File: src/hdl/bfp_macros.svh
`ifndef BFP_MACROS_SVH
`define BFP_MACROS_SVH

// block format
`define BFP_GRP_SIZE      16
`define BFP_EXP_W         8
`define BFP_FRAC_W        3     // element fraction 0.fff

// datapath widths
`define BFP_PROD_W        6     // 0.ffffff
`define BFP_TREE_LEVELS   4
`define BFP_SUM_W         10    // 16 * 49 fits in 10 bits
`define BFP_SUM_BIN_POINT 6

// single precision output
`define FP_EXP_W          8
`define FP_FRAC_W         23
`define FP_EXP_MAX        255

`endif

File: src/hdl/bfp_pkg.sv
`default_nettype none

`include "bfp_macros.svh"

package bfp_pkg;

    typedef struct packed {
        logic                   sign;
        logic [`BFP_FRAC_W-1:0] frac;
    } bfp_elem_t;

    typedef struct packed {
        logic [`BFP_EXP_W-1:0]            exp;
        bfp_elem_t [`BFP_GRP_SIZE-1:0]    elem;
    } bfp_block_t;

    // one extra bit for the carry out of the exponent add
    typedef logic [`BFP_EXP_W:0] exp_sum_t;

    typedef struct packed {
        logic                   sign;
        logic [`BFP_PROD_W-1:0] mag;
    } bfp_prod_t;

    typedef struct packed {
        exp_sum_t                         exp_sum;
        bfp_prod_t [`BFP_GRP_SIZE-1:0]    prod;
    } bfp_prod_vec_t;

    typedef struct packed {
        logic                  sign;
        logic [`BFP_SUM_W-1:0] mag;
    } bfp_sum_t;

    typedef struct packed {
        exp_sum_t exp_sum;
        bfp_sum_t sum;
    } bfp_acc_t;

    typedef struct packed {
        logic                  sign;
        logic [`FP_EXP_W-1:0]  exp;
        logic [`FP_FRAC_W-1:0] frac;   // hidden one not stored
    } fp32_t;

endpackage

`default_nettype wire

File: src/hdl/bfp_product_array.sv
`timescale 1ns/1ns
`default_nettype none

`include "bfp_macros.svh"

module bfp_product_array
    import bfp_pkg::*;
(
    input  wire logic          i_clk,
    input  wire logic          i_reset_n,
    input  wire logic          i_valid,
    input  wire bfp_block_t    i_act,
    input  wire bfp_block_t    i_weight,
    output logic               o_valid,
    output bfp_prod_vec_t      o_prod
);

    localparam int PROD_MAX = (2**`BFP_FRAC_W - 1) ** 2;   // 7 * 7

    bfp_prod_vec_t prod_next;

    always_comb begin
        prod_next.exp_sum = {1'b0, i_act.exp} + {1'b0, i_weight.exp};
        for (int i = 0; i < `BFP_GRP_SIZE; i++) begin
            prod_next.prod[i].sign = i_act.elem[i].sign ^ i_weight.elem[i].sign;
            // 0.fff * 0.fff = 0.ffffff
            prod_next.prod[i].mag  = i_act.elem[i].frac * i_weight.elem[i].frac;
        end
    end

    always_ff @(posedge i_clk or negedge i_reset_n) begin
        if (!i_reset_n) begin
            o_valid <= 1'b0;
        end else begin
            o_valid <= i_valid;
        end
    end

    always_ff @(posedge i_clk or negedge i_reset_n) begin
        if (!i_reset_n) begin
            o_prod <= '0;
        end else if (i_valid) begin
            o_prod <= prod_next;   // held while idle
        end
    end

    for (genvar i = 0; i < `BFP_GRP_SIZE; i++) begin : g_chk
        a_prod_range: assert property (
            @(posedge i_clk) disable iff (!i_reset_n)
            o_valid |-> (o_prod.prod[i].mag <= PROD_MAX)
        ) else $error("product %0d out of range: %0d", i, o_prod.prod[i].mag);
    end

endmodule

`default_nettype wire

File: src/hdl/bfp_adder_tree.sv
`timescale 1ns/1ns
`default_nettype none

`include "bfp_macros.svh"

module bfp_adder_tree
    import bfp_pkg::*;
(
    input  wire logic          i_clk,
    input  wire logic          i_reset_n,
    input  wire logic          i_valid,
    input  wire bfp_prod_vec_t i_prod,
    output logic               o_valid,
    output bfp_acc_t           o_acc
);

    localparam int PROD_MAX = (2**`BFP_FRAC_W - 1) ** 2;
    localparam int SUM_MAX  = `BFP_GRP_SIZE * PROD_MAX;   // 784
    localparam int PAD_W    = `BFP_SUM_W - `BFP_PROD_W;

    bfp_sum_t root;

    // sign-magnitude add
    // on a tie of opposite signs the first operand's sign wins
    function automatic bfp_sum_t sm_add(input bfp_sum_t a, input bfp_sum_t b);
        bfp_sum_t r;
        if (a.sign == b.sign) begin
            r.sign = a.sign;
            r.mag  = a.mag + b.mag;
        end else if (a.mag >= b.mag) begin
            r.sign = a.sign;
            r.mag  = a.mag - b.mag;
        end else begin
            r.sign = b.sign;
            r.mag  = b.mag - a.mag;
        end
        return r;
    endfunction

    // level 0 holds the widened products, each later level halves the count
    for (genvar lv = 0; lv <= `BFP_TREE_LEVELS; lv++) begin : g_lvl
        bfp_sum_t s [`BFP_GRP_SIZE >> lv];

        if (lv == 0) begin : g_leaf
            for (genvar i = 0; i < `BFP_GRP_SIZE; i++) begin : g_ext
                assign s[i] = {i_prod.prod[i].sign, {PAD_W{1'b0}}, i_prod.prod[i].mag};
            end
        end else begin : g_add
            for (genvar j = 0; j < (`BFP_GRP_SIZE >> lv); j++) begin : g_pair
                assign s[j] = sm_add(g_lvl[lv-1].s[2*j], g_lvl[lv-1].s[2*j+1]);
            end
        end
    end

    assign root = g_lvl[`BFP_TREE_LEVELS].s[0];

    always_ff @(posedge i_clk or negedge i_reset_n) begin
        if (!i_reset_n) begin
            o_valid <= 1'b0;
        end else begin
            o_valid <= i_valid;
        end
    end

    always_ff @(posedge i_clk or negedge i_reset_n) begin
        if (!i_reset_n) begin
            o_acc <= '0;
        end else if (i_valid) begin
            o_acc.exp_sum <= i_prod.exp_sum;   // travels with its sum
            o_acc.sum     <= root;
        end
    end

    // bound over all sixteen products of the previous stage
    a_sum_range: assert property (
        @(posedge i_clk) disable iff (!i_reset_n)
        o_valid |-> (o_acc.sum.mag <= SUM_MAX)
    ) else $error("tree sum out of range: %0d", o_acc.sum.mag);

endmodule

`default_nettype wire

File: src/hdl/fp_normalize.sv
`timescale 1ns/1ns
`default_nettype none

`include "bfp_macros.svh"

module fp_normalize
    import bfp_pkg::*;
(
    input  wire logic     i_clk,
    input  wire logic     i_reset_n,
    input  wire logic     i_valid,
    input  wire bfp_acc_t i_acc,
    output logic          o_valid,
    output fp32_t         o_result
);

    localparam int POS_W  = $clog2(`BFP_SUM_W);
    localparam int CAND_W = `BFP_EXP_W + 3;   // signed, covers -6 .. 519
    localparam int LOW_W  = `FP_FRAC_W - (`BFP_SUM_W - 1);

    localparam logic [POS_W-1:0]         TOP_POS   = POS_W'(`BFP_SUM_W - 1);
    localparam logic signed [CAND_W-1:0] BIN_POINT = CAND_W'(`BFP_SUM_BIN_POINT);
    localparam logic signed [CAND_W-1:0] EXP_LIMIT = CAND_W'(`FP_EXP_MAX - 1);
    localparam logic [`FP_EXP_W-1:0]     EXP_INF   = `FP_EXP_W'(`FP_EXP_MAX);

    logic [`BFP_SUM_W-1:0]    mag;
    logic [POS_W-1:0]         lead_pos;
    logic [POS_W-1:0]         shift_amt;
    logic [`BFP_SUM_W-1:0]    norm_mag;
    logic signed [CAND_W-1:0] cand_exp;
    logic                     is_zero;
    logic                     is_flush;
    logic                     is_ovf;
    fp32_t                    result_next;

    assign mag = i_acc.sum.mag;

    // leading one, highest set bit wins
    always_comb begin
        lead_pos = '0;
        for (int i = 0; i < `BFP_SUM_W; i++) begin
            if (mag[i]) begin
                lead_pos = POS_W'(i);
            end
        end
    end

    // move the leading one to the top bit so it drops out as the hidden one
    assign shift_amt = TOP_POS - lead_pos;
    assign norm_mag  = mag << shift_amt;

    // value = S * 2^-6 * 2^exp_sum, leading one at p gives exp_sum + p - 6
    assign cand_exp = $signed({2'b00, i_acc.exp_sum})
                    + $signed({{(CAND_W-POS_W){1'b0}}, lead_pos})
                    - BIN_POINT;

    assign is_zero  = (mag == '0);
    assign is_flush = cand_exp[CAND_W-1] || (cand_exp == '0);   // exponent <= 0
    assign is_ovf   = (cand_exp > EXP_LIMIT);

    always_comb begin
        if (is_zero || is_flush) begin
            result_next = '0;   // no negative zero
        end else if (is_ovf) begin
            result_next.sign = i_acc.sum.sign;
            result_next.exp  = EXP_INF;
            result_next.frac = '0;
        end else begin
            result_next.sign = i_acc.sum.sign;
            result_next.exp  = cand_exp[`FP_EXP_W-1:0];
            result_next.frac = {norm_mag[`BFP_SUM_W-2:0], {LOW_W{1'b0}}};
        end
    end

    always_ff @(posedge i_clk or negedge i_reset_n) begin
        if (!i_reset_n) begin
            o_valid <= 1'b0;
        end else begin
            o_valid <= i_valid;
        end
    end

    always_ff @(posedge i_clk or negedge i_reset_n) begin
        if (!i_reset_n) begin
            o_result <= '0;
        end else if (i_valid) begin
            o_result <= result_next;
        end
    end

    // infinity only, never a NaN pattern
    a_inf_frac: assert property (
        @(posedge i_clk) disable iff (!i_reset_n)
        (o_valid && (o_result.exp == EXP_INF)) |-> (o_result.frac == '0)
    ) else $error("exponent 255 with fraction %h", o_result.frac);

endmodule

`default_nettype wire

File: src/hdl/bfp_dot_product.sv
`timescale 1ns/1ns
`default_nettype none

module bfp_dot_product
    import bfp_pkg::*;
(
    input  wire logic       i_clk,
    input  wire logic       i_reset_n,
    input  wire logic       i_valid,
    input  wire bfp_block_t i_act,
    input  wire bfp_block_t i_weight,
    output logic            o_valid,
    output fp32_t           o_result
);

    logic          prod_valid;
    bfp_prod_vec_t prod_vec;
    logic          acc_valid;
    bfp_acc_t      acc;

    // stage 1
    bfp_product_array bfp_product_array_inst (
        .i_clk     (i_clk),
        .i_reset_n (i_reset_n),
        .i_valid   (i_valid),
        .i_act     (i_act),
        .i_weight  (i_weight),
        .o_valid   (prod_valid),
        .o_prod    (prod_vec)
    );

    // stage 2
    bfp_adder_tree bfp_adder_tree_inst (
        .i_clk     (i_clk),
        .i_reset_n (i_reset_n),
        .i_valid   (prod_valid),
        .i_prod    (prod_vec),
        .o_valid   (acc_valid),
        .o_acc     (acc)
    );

    // stage 3, drives the outputs directly
    fp_normalize fp_normalize_inst (
        .i_clk     (i_clk),
        .i_reset_n (i_reset_n),
        .i_valid   (acc_valid),
        .i_acc     (acc),
        .o_valid   (o_valid),
        .o_result  (o_result)
    );

endmodule

`default_nettype wire

File: config.mk
export PLATFORM = sky130hd
export DESIGN_NAME = bfp_dot_product
export DESIGN_NICKNAME = d
export VERILOG_FILES = /design/src/hdl/bfp_pkg.sv /design/src/hdl/bfp_product_array.sv /design/src/hdl/bfp_adder_tree.sv /design/src/hdl/fp_normalize.sv /design/src/hdl/bfp_dot_product.sv
export VERILOG_INCLUDE_DIRS = /design/src /design/src/hdl
export SDC_FILE = /design/constraint.sdc
export NUM_CORES = 1
export LEC_CHECK = 0
export ABC_AREA = 1
export CAP_MARGIN = 20
export CORE_ASPECT_RATIO = 0.9
export CORE_MARGIN = 2
export CORE_UTILIZATION = 30
export CTS_CLUSTER_SIZE = 24
export DETAILED_ROUTE_END_ITERATION = 6
export DONT_BUFFER_PORTS = 1
export HOLD_SLACK_MARGIN = 0.03
export PLACE_DENSITY = 0.54
export RECOVER_POWER = 25
export SYNTH_ARGS = -nofsm -noshare
export SYNTH_HDL_FRONTEND = slang
export SYNTH_SLANG_ARGS = --single-unit
File: constraint.sdc
create_clock -name i_clk -period 7.49 [get_ports i_clk]
set_input_delay 0.749 -clock i_clk [delete_from_list [all_inputs] [get_ports i_clk]]
set_output_delay 0.749 -clock i_clk [all_outputs]
set_load 0.02 [all_outputs]
**Word level (Yosys, flattened, before mapping)**

Cells that the tools add are included.

- Add/subtract/negate cells: 49
- Multiply operators: 16
- $lt $le $gt $ge: 16
- Equal/unequal tests: 15
- Shift operators: 1
- Muxes and demuxes: 41
- Bitwise operators: 16
- Reduce and logical (&&, ||, !) cells: 4

Operators with widths:

| operator | number |
|---|---|
| $mux 11 | 30 |
| $sub 10x10->10 | 14 |
| $sub 6x6->7 | 16 |
| $mul 3x3->6 | 16 |
| $add 10x10->10 | 7 |
| $ge 10x10->1 | 7 |
| $add 6x6->7 | 8 |
| $ge 6x6->1 | 8 |
| $mux 32 | 1 |
| $mux 4 | 8 |
| $mux 31 | 1 |
| $xor 1x1->1 | 16 |
| $eq 1x1->1 | 15 |
| $gt 11x9->1 const B | 1 |
| $logic_not 11->1 | 1 |
| $sub 11x4->11 const B | 1 |
| $add 9x4->10 | 1 |
| $logic_not 10->1 | 1 |
| $shl 10x4->9 | 1 |
| $add 8x8->9 | 1 |
| $sub 4x4->4 const A | 1 |
| $logic_or 1x1->1 | 2 |
| $mux 1 | 1 |

- Bits in registers: 176
- Output and inout port bits: 33
- Word-level logic and storage cells: 200

**Longest topological paths before layout**

Gate-level depths: netlist of the first run.

- Word-level depth: 15
- Gate-level depth with buffers: 59
- Depth with buffers taken out: 56

**Modules after synthesis**

From an unflattened synthesis of the first run, not the netlist that was laid out.

- Cells, all modules: 4097
- Area, all modules: 27567.7 sq um

Modules (own cells, without submodules):

| module | times used | cells each | area an instance (sq um) | seq. area each (sq um) |
|---|---|---|---|---|
| bfp_adder_tree | 1 | 2830 | 17635.7 | 525.5 |
| bfp_product_array | 1 | 960 | 7923.8 | 3052.9 |
| fp_normalize | 1 | 307 | 2008.2 | 475.5 |

**Worst setup path after synthesis of the first run**

OpenSTA, ideal clock, no wires.

- Kind: register to register
- From: register bfp_product_array_inst.o_prod[29] (netlist bit)
- To: register bfp_adder_tree_inst.o_acc[2] (netlist bit)
- Arrival: 6628 ps
- Required time: 7425 ps
- Path slack: 797 ps
- Stages on the path, launching flop included: 53
- Clock period less this slack: 6693 ps
- Path through: dfrtp_1 -> inv_1 -> ha_1 -> nand2_1 -> o21ai_0 -> nand2_1 -> nand3_1 -> buf_2 -> inv_1 -> a21oi_1 -> nand2_1 -> o21ai_0 -> xor2_1 -> inv_1 -> ha_1 -> buf_2 -> nor2_2 -> nand3_1 -> [17 not listed] -> o21bai_1 -> and2_1 -> o21ai_1 -> nand2_1 -> inv_1 -> ha_1 -> inv_1 -> nand2_1 -> inv_1 -> a21boi_0 -> a21boi_1 -> nand3_1 -> buf_2 -> o21ai_0 -> nand3_1 -> nand2_1 -> nand2_1 -> nand2_1

- Word-level cells in the longest chain between the ends: 12

Ends and longest elaborated chain:

| element | RTL line | text |
|---|---|---|
| start: declaration | bfp_product_array.sv:15 | `output bfp_prod_vec_t o_prod` |
| start signal: assignment | bfp_product_array.sv:43 | `o_prod <= prod_next;` |
| $sub 6x6->7 (tied with other cells) | bfp_adder_tree.sv:35 | `r.mag = b.mag - a.mag;` |
| $mux 11 | bfp_adder_tree.sv:30 | `end else if (a.mag >= b.mag) begin` |
| $mux 11 * | bfp_adder_tree.sv:27 | `if (a.sign == b.sign) begin` |
| $sub 10x10->10 (tied with other cells) | bfp_adder_tree.sv:35 |  |
| $mux 11 | bfp_adder_tree.sv:30 |  |
| $mux 11 * | bfp_adder_tree.sv:27 |  |
| $sub 10x10->10 (tied with other cells) | bfp_adder_tree.sv:35 |  |
| $mux 11 | bfp_adder_tree.sv:30 |  |
| $mux 11 * | bfp_adder_tree.sv:27 |  |
| $sub 10x10->10 (tied with other cells) | bfp_adder_tree.sv:35 |  |
| $mux 11 | bfp_adder_tree.sv:30 |  |
| $mux 11 * | bfp_adder_tree.sv:27 |  |
| end: declaration | bfp_adder_tree.sv:14 | `output bfp_acc_t o_acc` |

Every way passes the cells marked *; elsewhere a longest branch is shown, timed or not.
A chain may end at the register's enable or synchronous reset.

**Worst setup path after layout of the first run**

- From: register bfp_product_array_inst.o_prod[103] (netlist bit)
- To: register bfp_adder_tree_inst.o_acc[8] (netlist bit)

Same word-level chain as after synthesis.

==> metrics.md, run 1 <==
| Metric | Value |
|---|---|
| Post-Syn Area | `26,780 µm²` |
| Slew of the pin with the lowest slew margin | `4406 ps` |
| CTS sink cnt | `162` |
| Vias per inst | `4.592` |
| Setup CP Type | `flop to flop` |
| Inserted Diodes | `0` |
| DP Cell Count | `5,394` |
| Multi-input gate area | `20,620 µm²` |
| CP Launch Type | `flop` |
| Final Skew | `13.73 ps` |
| Fin cells | `5,483` |
| Hold Slack | `340.5 ps` |
| Synthesis-stage register bit count | `162` |
| Max Cap Viol | `1` |
| Largest net degree at the start of global routing | `163` |
| GRT Util Overall | `16.99%` |
| Fin crit share | `94.09%` |
| Inserted Clock Buffers | `17` |
| Max-slew violation count | `163` |
| Post-synth EDFFs | `0` |
| Status | `finished with violations` |
| Yosys Warn Count | `0` |
| Hold crit path type | `primary input to flop` |
| Syn Area/Cell | `6.755 µm²` |
| Nets | `4,964` |
| Initial Util | `30.38%` |
| Crit path max-delay cell type | `fa_1` |
| Critical Path RT | `7920 ps` |
| CTS tree | `built` |
| Worst R2R End | `bfp_adder_tree_inst.o_acc[8]` |
| WL final | `79,060 µm` |
| Delay of the slowest critical-path stage | `470 ps` |
| Final setup fails | `0` |
| HP Start | `i_valid` |
| Number of library cell types mapped by synthesis | `61` |
| Later-pin clock latency in the skew report | `490 ps` |
| Sequential standard cell area | `4061 µm²` |
| Worst R2R Setup Slack | `440 ps` |
| Share of cells above drive strength 1 | `19.04%` |
| Longest Clk Path Bufs | `2` |
| Post-synth ARST share | `100.0%` |
| Initial antenna violation count | `0` |
| Post-route ant nets | `0` |
| Horiz. Die Dim | `319.0 µm` |
| FF-to-FF Start | `bfp_product_array_inst.o_prod[103]` |
| Failing checks | `max-capacitance violations, max-slew violations` |
| Gpl congestion | `0.9135` |
| Fmax | `141.9 MHz` |
| Core area | `88,150 µm²` |
| Detailed-route DRC error count | `0` |
| Io pins | `180` |
| Die area | `91,680 µm²` |
| Slew margin rel. | `-193.8%` |
| DRT iter0 DRCs | `1,389` |
| Critical path fanouts, max | `9` |
| Root buf cell | `clkbuf_16` |
| Post-Synthesis Cells | `3,965` |
| FF-to-FF path depth | `42` |
| Worst Hold Depth | `0` |
| Min Tclk post-route | `7048 ps` |
| Cell family with most CP delay | `simple AND/OR/NAND/NOR gates` |
| Grt ovf | `0` |
| H-Tree Depth | `4` |
| # port buffers | `0` |
| Clock slew seen by the registers of the worst setup and hold paths | `70 ps` |
| Top FF cell, synth | `dfrtp_1` |
| Number of global-route vias before repair | `24,220` |
| Sequential-to-total area share from yosys stat | `15.14%` |
| First-pass GRT wire length | `126,800 µm` |
| DR WL/cell | `14.42 µm` |
| Area growth, synth to finish | `21.75%` |
| CP Capture Type | `flop` |
| Detail Placement HPWL | `65,480 µm` |
| Fillcell total | `9,482` |
| Worst EP arrival | `7480 ps` |
| Worst hold endpoint | `bfp_product_array_inst.o_valid` |
| DRT Pass-1 Iters | `5` |
| Total number of vias | `25,180` |
| Die height | `287.5 µm` |
| CP bufs+invs | `9` |
| Row cnt | `103` |
| Final Hold Fails | `0` |
==> registers in the layout (all words and copies together), names as in the netlist <==
register                        flops
bfp_adder_tree_inst.o_acc          20
bfp_product_array_inst.o_valid      1
bfp_adder_tree_inst.o_valid         1
fp_normalize_inst.o_result         18
bfp_product_array_inst.o_prod     121
fp_normalize_inst.o_valid           1
==> synth_stat cells, drive strengths merged (23+ instances only) <==
cell type | n | area share (%)
nor2 | 262 | 4.0
fa | 79 | 5.9
dfrtp | 162 | 15
o21ai | 290 | 5.5
nand2 | 1063 | 15
buf | 76 | 1.7
xnor2 | 33 | 1.1
o211ai | 23 | 0.64
a21o | 29 | 0.81
nand3 | 155 | 3.3
a21oi | 250 | 4.8
inv | 690 | 9.7
nand4 | 33 | 0.82
xor2 | 184 | 6.0
clkbuf | 37 | 0.53
ha | 423 | 20
==> area by class of cell <==
class	instances	share of cell area [%]
clock inverter	14	0.5065
tap	1155	4.432
inverter	695	8.081
sequential	162	12.46
multi-input combinational	3008	63.23
timing repair buffer	431	9.977
clock buffer	18	1.316
==> cells in the final DEF (no fill, tap or decap), types with 14 or more instances in the layout <==
master	n
o21ai_2	17
inv_1	640
o21bai_1	16
xor2_1	181
o211ai_1	23
nor2_2	38
o31ai_1	15
dfrtp_1	156
nand2_2	62
nand2_1	993
o21ai_1	40
xnor2_1	33
inv_2	42
a211oi_1	18
conb_1	14
nor2_4	14
a21oi_2	43
buf_4	422
fa_1	77
nor2_1	209
a21oi_1	205
a21o_1	29
ha_1	374
o21ai_0	231
nand3_1	133
o221ai_1	15
ha_2	21
nand3_2	16
nand4_1	31
clkbuf_16	17
ha_4	28
==> cells by family (layout without fill, tap and decap cells) <==
kind of cell,Yosys count,count (layout),synth area share [%]
AOI/OAI and AO/OA,712,712,15.21
other,1,14,0.01400
muxes,4,4,0.1495
adders and majority gates,502,502,25.67
xor gates and xnor gates,217,217,7.125
and+or+nand+nor,1558,1559,24.64
DFF,162,162,15.14
buffers and inverters,809,1158,12.06
==> layer usage <==
layer | wire length, µm | track usage (%)
met1 | 40470 | 24.68
met2 | 33500 | 26.18
met3 | 4480 | 3.743
met4 | 610 | 2.276
met5 | 0 | 0
==> worst max-delay path by stage <==
stage | slack [ps] | from | cells after the start | to
global placement | -250 | bfp_product_array_inst.o_prod[102] | 48 | bfp_adder_tree_inst.o_acc[7]
CTS | -20 | bfp_product_array_inst.o_prod[102] | 48 | bfp_adder_tree_inst.o_acc[7]
global route | -70 | bfp_product_array_inst.o_prod[85] | 51 | bfp_adder_tree_inst.o_acc[9]
detailed placement | -270 | bfp_product_array_inst.o_prod[102] | 48 | bfp_adder_tree_inst.o_acc[7]
finish | 440 | bfp_product_array_inst.o_prod[103] | 42 | bfp_adder_tree_inst.o_acc[8]
floorplan | 800 | bfp_product_array_inst.o_prod[29] | 52 | bfp_adder_tree_inst.o_acc[2]
==> metrics by stage <==
stage | utilization [%] | TNS [ps] | area [µm²] | worst slack [ps]
floorplan | - | 0 | 26830 | 796.7
global placement | 34.59 | -2024 | 30490 | -249.9
detailed placement | 34.59 | -1793 | 30490 | -265.6
CTS | 35.37 | -15.78 | 31180 | -15.78
global route | 36.99 | -253.0 | 32610 | -65.15
finish | 36.99 | 0 | 32610 | 442.4
==> repair_timing <==
item | 4_1_cts | 5_1_grt
hold buffers | 1 | 0
cloned | 0 | 2
pin swaps | 1 | 54
endpoints found under the hold margin | 162 | 0
setup endpoints to repair | 10 | 10
gates resized for setup | 12 | 295
setup buffers | 2 | 52
Power of run 1 is not shown: default switching activity piles up to over one toggle a cycle in this logic, so the estimate is an artifact.
==> inputs of run 2 (changes only) <==
--- a/config.mk
+++ b/config.mk
@@ -6,7 +6,6 @@
 export SDC_FILE = /design/constraint.sdc
 export NUM_CORES = 1
 export LEC_CHECK = 0
-export ABC_AREA = 1
 export CAP_MARGIN = 20
 export CORE_ASPECT_RATIO = 0.9
 export CORE_MARGIN = 2
==> metrics.md, run 2 <==
| Metric | Value |
|---|---|
| Max FFs per register | `121 (unchanged)` |
| CP Capture Type | `flop` |
| Post-synth EDFFs | `0 (unchanged)` |
| Final setup fails | `10 (+10)` |
| Nets | `4,451 (-10%)` |
| CTS tree | `built` |
| Longest Clk Path Bufs | `2 (unchanged)` |
| DP Worst Slack | `-2106 ps (-1841 ps)` |
| Post-synth top cells | `ha_1, inv_1, nor2_1` |
| Detailed-route DRC error count | `0 (unchanged)` |
| Clock slew seen by the registers of the worst setup and hold paths | `70 ps (about the same)` |
| Final instance area | `33,400 µm² (+2.4%)` |
| WL final | `63,770 µm (-19%)` |
| H-Tree Depth | `4 (unchanged)` |
| Min Tclk post-route | `9650 ps (+2603 ps)` |
| Slew of the pin with the lowest slew margin | `4325 ps (-81.78 ps)` |
| Biggest regs | `bfp_product_array_inst.o_prod x121, bfp_adder_tree_inst.o_acc x20, fp_normalize_inst.o_result x18` |
| Final WS setup | `-2160 ps (-2603 ps)` |
| Commonest non-fill, non-tap cell in the layout | `buf_4` |
| Detail Placement HPWL | `52,760 µm (-19%)` |
| Top FF cell, synth | `dfrtp_1` |
| Most used cell, CP | `buf_4` |
| Hold crit path type | `primary input to flop` |
| Root buf cell | `clkbuf_16` |
| Most frequent cells in the layout | `buf_4, ha_1, inv_1` |
| Inserted Diodes | `0 (unchanged)` |
| Syn Area/Cell | `8.021 µm² (+19%)` |
| Worst EP arrival | `10,020 ps (+2540 ps)` |
| Sequential-to-total area share from yosys stat | `16.70% (+1.6 points)` |
| Worst R2R Setup Slack | `-2160 ps (-2600 ps)` |
| Critical path fanouts, max | `6 (-3)` |
| Fmax | `103.6 MHz (-27%)` |
| Die area | `83,230 µm² (-9.2%)` |
| Max-slew violation count | `163 (unchanged)` |
| Failing checks | `max-capacitance violations, max-slew violations, negative setup slack` |
| CP Launch Type | `flop` |
| Final Hold Fails | `0 (unchanged)` |
| Later-pin clock latency in the skew report | `500 ps (about the same)` |
| DRT Pass-1 Iters | `5 (unchanged)` |
| Horiz. Die Dim | `303.9 µm (-4.7%)` |
| # port buffers | `0 (unchanged)` |
| Slew margin rel. | `-188.3% (+5.5 points)` |
| Synthesis-stage register bit count | `162 (unchanged)` |
| GRT Util Overall | `15.45% (-1.5 points)` |
| CTS sink cnt | `162 (unchanged)` |
| Number of library cell types mapped by synthesis | `87 (+43%)` |
| Delay of the slowest critical-path stage | `470 ps (about the same)` |
| Placed Area | `31,740 µm² (+4.1%)` |
| Post-Syn Area | `24,280 µm² (-9.3%)` |
| Crit path max-delay cell type | `or4_4` |
| Core area | `79,820 µm² (-9.4%)` |
| Post-route ant nets | `0 (unchanged)` |
| Post-synth top area cell | `ha_1` |
| Inserted Clock Buffers | `17 (unchanged)` |
| Gpl congestion | `0.8512 (-6.8%)` |
| First-pass GRT wire length | `108,200 µm (-15%)` |
| Share of cells above drive strength 1 | `29.12% (+10 points)` |
| Die height | `273.9 µm (-4.7%)` |
| Yosys Warn Count | `0 (unchanged)` |
| DRT iter0 DRCs | `840 (-40%)` |
| Largest net degree at the start of global routing | `220 (+35%)` |
| Post-synth ARST share | `100.0% (unchanged)` |
| Max Cap Viol | `1 (unchanged)` |
| Synth top area share | `21.80% (+2.0 points)` |
| Number of global-route vias before repair | `22,500 (-7.1%)` |
| Vias per inst | `4.592 (about the same)` |
| Io pins | `180 (unchanged)` |
| Status | `finished with violations` |
| Initial Util | `30.42% (+0.034 points)` |
| Grt ovf | `0 (unchanged)` |
| Total number of vias | `22,340 (-11%)` |
| Post-Synthesis Cells | `3,027 (-24%)` |
| RSZ-0062 raised after global routing | `true` |
| Setup CP Type | `flop to flop` |
| Top-count cell post-synth | `ha_1` |
| Synth top area cells | `ha_1, dfrtp_1, fa_1` |
| Final Skew | `24.64 ps (+10.91 ps)` |
| Initial antenna violation count | `0 (unchanged)` |
| Critical Path RT | `7860 ps (-60 ps)` |
| Biggest register | `bfp_product_array_inst.o_prod` |
| Area growth, synth to finish | `37.56%` |
| Fin crit share | `128.8% (+35 points)` |
| DR WL/cell | `13.11 µm (-9.1%)` |
| Row cnt | `98 (-4.9%)` |
| Hold Slack | `330.3 ps (-10.18 ps)` |
## run 2: worst paths after layout
path	from	endpoint	cells after the start
max in group asynchronous	i_reset_n	bfp_product_array_inst.o_prod[106]	1
min in group asynchronous	i_reset_n	bfp_product_array_inst.o_prod[82]	1
min	i_valid	bfp_product_array_inst.o_valid	0
max reg2reg	bfp_product_array_inst.o_prod[84]	bfp_adder_tree_inst.o_acc[9]	44
max	bfp_product_array_inst.o_prod[84]	bfp_adder_tree_inst.o_acc[9]	44
min reg2reg	bfp_product_array_inst.o_prod[113]	bfp_adder_tree_inst.o_acc[12]	2
## run 2: per-layer routing
| metal | track usage (%) | up-vias | routed length [µm] |
|---|---|---|---|
| li1 | - | 11750 | - |
| met2 | 25.42 | 219 | 28950 |
| met3 | 2.079 | 35 | 1493 |
| met4 | 3.181 | 0 | 718 |
| met5 | 0 | - | 0 |
| met1 | 21.61 | 10340 | 32610 |
## run 2: cell type report
cell class                 instances  area (µm²)
sequential                       162        4055
clock buffer                      21       450.4
fill                            8027       46430
multi-input combinational       2377       19400
tap                             1050        1314
clock inverter                    11       176.4
timing repair buffer             862        6561
inverter                         382        1436
## run 2: metrics by stage
step,instances,util [%],TNS [ps]
after CTS,4846,41.04,-17220
after floorplan,3040,-,-14400
after global placement,4794,39.76,-17110
final,4865,41.84,-18330
after global routing,4865,41.84,-22180
after detailed placement,4794,39.76,-18490
## run 2: critical path, delay by kind of cell (launching register included)
| family | cells | cell delay, ps |
|---|---|---|
| adder cells (fa/ha/maj) | 4 | 990 |
| flip-flops | 1 | 400 |
| AO/OA/AOI/OAI | 20 | 4210 |
| multiplexers | 2 | 490 |
| AND/OR/NAND/NOR | 8 | 1880 |
| buffers and inverters | 7 | 980 |
| XOR/XNOR | 3 | 550 |
## run 2: kinds of logic (layout without fill, tap and decap cells)
kind of cell	count (synthesis)	count (layout)	synth area share, %
compound gates	781	781	20.46
xor+xnor	165	165	5.983
mux	127	127	5.395
buf+inv	501	1276	8.163
flops	162	162	16.70
fa+ha+maj	502	502	28.31
simple gates	788	788	14.97
other cells	1	14	0.01545
## run 2: repair_timing
action / in CTS / in global routing
endpoints found under the setup margin: 10 / 10
setup buffers: 18 / 22
endpoints found under the hold margin: 162 / 0
hold buffers: 1 / 0
pin swaps: 30 / 57
cloned: 1 / 0
resized for setup: 34 / 104
Power of run 2 is left out for the same reason.
==> inputs of run 3 (changes only) <==
--- a/config.mk
+++ b/config.mk
@@ -18,4 +18,5 @@
 export RECOVER_POWER = 25
 export SYNTH_ARGS = -nofsm -noshare
 export SYNTH_HDL_FRONTEND = slang
+export SYNTH_HIERARCHICAL = 1
 export SYNTH_SLANG_ARGS = --single-unit
==> constraint.sdc (replaced) <==
create_clock -name i_clk -period 11.9 [get_ports i_clk]
set_input_delay 1.19 -clock i_clk [delete_from_list [all_inputs] [get_ports i_clk]]
set_output_delay 1.19 -clock i_clk [all_outputs]
set_load 0.02 [all_outputs]
==> metrics.md, run 3 <==
| Metric | Value |
|---|---|
| Inserted Clock Buffers | `17 (unchanged)` |
| CP bufs+invs | `5 (-2)` |
| Post-Syn Area | `24,780 µm² (+2.1%)` |
| DRT Pass-1 Iters | `6 (+1)` |
| CP Launch Type | `flop` |
| Yosys Warn Count | `6 (+6)` |
| Later-pin clock latency in the skew report | `500 ps (about the same)` |
| Hold Slack | `399.7 ps (+69.38 ps)` |
| Biggest register | `bfp_product_array_inst/o_prod` |
| Gpl congestion | `0.8752 (+2.8%)` |
| Grt met1 use | `19.93% (-1.7 points)` |
| Core area | `81,380 µm² (+2.0%)` |
| H-Tree Depth | `4 (unchanged)` |
| Setup TNS | `0 ps (+18,330 ps)` |
| Detailed-route DRC error count | `0 (unchanged)` |
| Final Skew | `26.78 ps (+2.142 ps)` |
| Min Tclk post-route | `11,020 ps (+1369 ps)` |
| Sequential-to-total area share from yosys stat | `16.36% (-0.34 points)` |
| Max Cap Viol | `0 (-1)` |
| Post-synth top area cell | `ha_1` |
| Setup CP Type | `flop to flop` |
| Longest Clk Path Bufs | `2 (unchanged)` |
| Synth top area cells | `ha_1, dfrtp_1, fa_1` |
| Worst EP arrival | `11,380 ps (+1360 ps)` |
| DR WL/cell | `14.59 µm (+11%)` |
| Met2 Use GR | `21.17% (-4.3 points)` |
| Commonest non-fill, non-tap cell in the layout | `ha_1` |
| RSZ-0062 raised after global routing | `false` |
| Met3 Usage GRT | `3.168% (+1.1 points)` |
| Share of cells above drive strength 1 | `6.557% (-23 points)` |
| Nets | `3,557 (-20%)` |
| Slew margin rel. | `36.79% (+230 points)` |
| Top-count cell post-synth | `ha_1` |
| Slew of the pin with the lowest slew margin | `948.2 ps (-3376 ps)` |
| GRT Util Overall | `13.96% (-1.5 points)` |
| First-pass GRT wire length | `97,780 µm (-9.6%)` |
| WL final | `58,010 µm (-9.0%)` |
| Total number of vias | `19,250 (-14%)` |
| Synthesis-stage register bit count | `162 (unchanged)` |
| Row cnt | `99 (+1.0%)` |
| Number of global-route vias before repair | `19,090 (-15%)` |
| Synth top area share | `21.76% (-0.039 points)` |
| DRT iter0 DRCs | `1,238 (+47%)` |
| Cell family with most CP delay | `compound AO/OA/AOI/OAI gates` |
| Horiz. Die Dim | `307.0 µm (+1.0%)` |
| CTS sink cnt | `162 (unchanged)` |
| Final setup fails | `0 (-10)` |
| Critical path fanouts, max | `12 (+6)` |
| Initial Util | `30.45% (+0.036 points)` |
| CP Capture Type | `flop` |
| Hold crit path type | `primary input to asynchronous set/reset pin` |
| Number of library cell types mapped by synthesis | `96 (+10%)` |
| Grt ovf | `0 (unchanged)` |
| # port buffers | `0 (unchanged)` |
| Top FF cell, synth | `dfrtp_1` |
| Post-synth ARST share | `100.0% (unchanged)` |
| Initial antenna violation count | `8 (+8)` |
| Max-slew violation count | `0 (-100%)` |
| Detail Placement HPWL | `46,920 µm (-11%)` |
| Post-route ant nets | `0 (unchanged)` |
| Critical Path RT | `12,260 ps (+4400 ps)` |
| Post-synth top cells | `ha_1, inv_1, a21oi_1` |
| Fin crit share | `92.60% (-36 points)` |
| Most used cell, CP | `mux2i_1` |
| Post-synth EDFFs | `0 (unchanged)` |
| Final Hold Fails | `0 (unchanged)` |
| Grt peak-use layer | `met2` |
| Largest net degree at the start of global routing | `191 (-13%)` |
| Syn Area/Cell | `8.341 µm² (+4.0%)` |
| Biggest regs | `bfp_product_array_inst/o_prod x121, bfp_adder_tree_inst/o_acc x20, fp_normalize_inst/o_result x18` |
| Fmax | `90.75 MHz (-12%)` |
| Final Core Density | `32.25% (-9.6 points)` |
| Status | `finished clean` |
| CTS tree | `built` |
| Crit path max-delay cell type | `ha_1` |
| Vias per inst | `4.839 (+5.4%)` |
| Delay of the slowest critical-path stage | `450 ps (-20 ps)` |
| Io pins | `180 (unchanged)` |
| Final WS setup | `880.7 ps (+3041 ps)` |
| Max FFs per register | `121 (unchanged)` |
| Most frequent cells in the layout | `ha_1, inv_1, a21oi_1` |
| Die height | `276.7 µm (+1.0%)` |
| Area growth, synth to finish | `5.902%` |
| DP Worst Slack | `477.0 ps (+2583 ps)` |
| Post-Synthesis Cells | `2,971 (-1.9%)` |
| Hold buffer count at cts | `0 (-1)` |
| Die area | `84,930 µm² (+2.0%)` |
| Root buf cell | `clkbuf_16` |
| Clock slew seen by the registers of the worst setup and hold paths | `70 ps (about the same)` |
run 3: cell types whose count changed after synthesis, moves of 28 or more:
cell and change:
nor2_1 -46, nand2_1 -83, buf_2 +46, a21oi_1 +28, clkbuf_1 -44, mux2_2 +52, o21ai_0 -32
run 3: timing repair:
item	in CTS	in global routing
resized for setup	0	7
setup endpoints to repair	0	5
buffers inserted	0	1
run 3: final timing paths:
kind	slack, ps	cells after the start	start	end
setup / recovery	880	44	bfp_product_array_inst/o_prod[4]	bfp_adder_tree_inst/o_acc[9]
hold / removal	400	0	i_reset_n	bfp_product_array_inst/o_prod[23]
setup reg to reg	880	44	bfp_product_array_inst/o_prod[4]	bfp_adder_tree_inst/o_acc[9]
hold reg to reg	500	1	bfp_product_array_inst/o_prod[119]	bfp_adder_tree_inst/o_acc[18]
max in group asynchronous	11220	0	i_reset_n	bfp_product_array_inst/o_prod[82]
min in group i_clk	500	1	bfp_product_array_inst/o_prod[119]	bfp_adder_tree_inst/o_acc[18]
run 3: worst reg2reg max path: cells and delay by family, from the launching register on:
family	cells	cell delay, ps
buffers and inverters	5	870
XOR/XNOR	3	550
AO/OA/AOI/OAI	19	3980
adder cells (fa/ha/maj)	4	1560
multiplexers	7	1720
flip-flops	1	390
AND/OR/NAND/NOR	6	1840
run 3: final cells by class:
class	count	area, µm²
Sequential cell	162	4054
Clock inverter	12	96.34
Clock buffer	20	456.7
Tap cell	1060	1326
Fill cell	8496	55140
Inverter	386	1449
Antenna cell	4	10.01
Timing Repair Buffer	15	112.6
Multi-Input combinational cell	2318	18740
run 3: logic make-up (layout without fill, tap and decap cells):
logic type,after synthesis,in the layout,synth area share (%)
flops,162,162,16.36
mux,193,193,8.532
xor+xnor,157,157,5.655
compound gates,732,732,18.90
buf+inv,504,433,8.315
other cells,1,18,0.01513
fa+ha+maj,510,510,28.14
simple gates,712,712,14.08
run 3: layer usage:
layer	vias to the layer above	share of wire (%)
li1	9905	-
met1	8968	50
met2	325	42
met3	38	6.0
met4	10	1.1
met5	-	0.13
run 3: through the flow:
| step | cell area, µm² | instances |
|---|---|---|
| 6_report | 26250 | 3977 |
| 5_1_grt | 26240 | 3973 |
| 4_1_cts | 26200 | 3971 |
| 3_5_place_dp | 25640 | 3939 |
| 3_3_place_gp | 25640 | 3939 |
| 2_1_floorplan | 24830 | 2984 |
Power of run 3 is left out for the same reason.
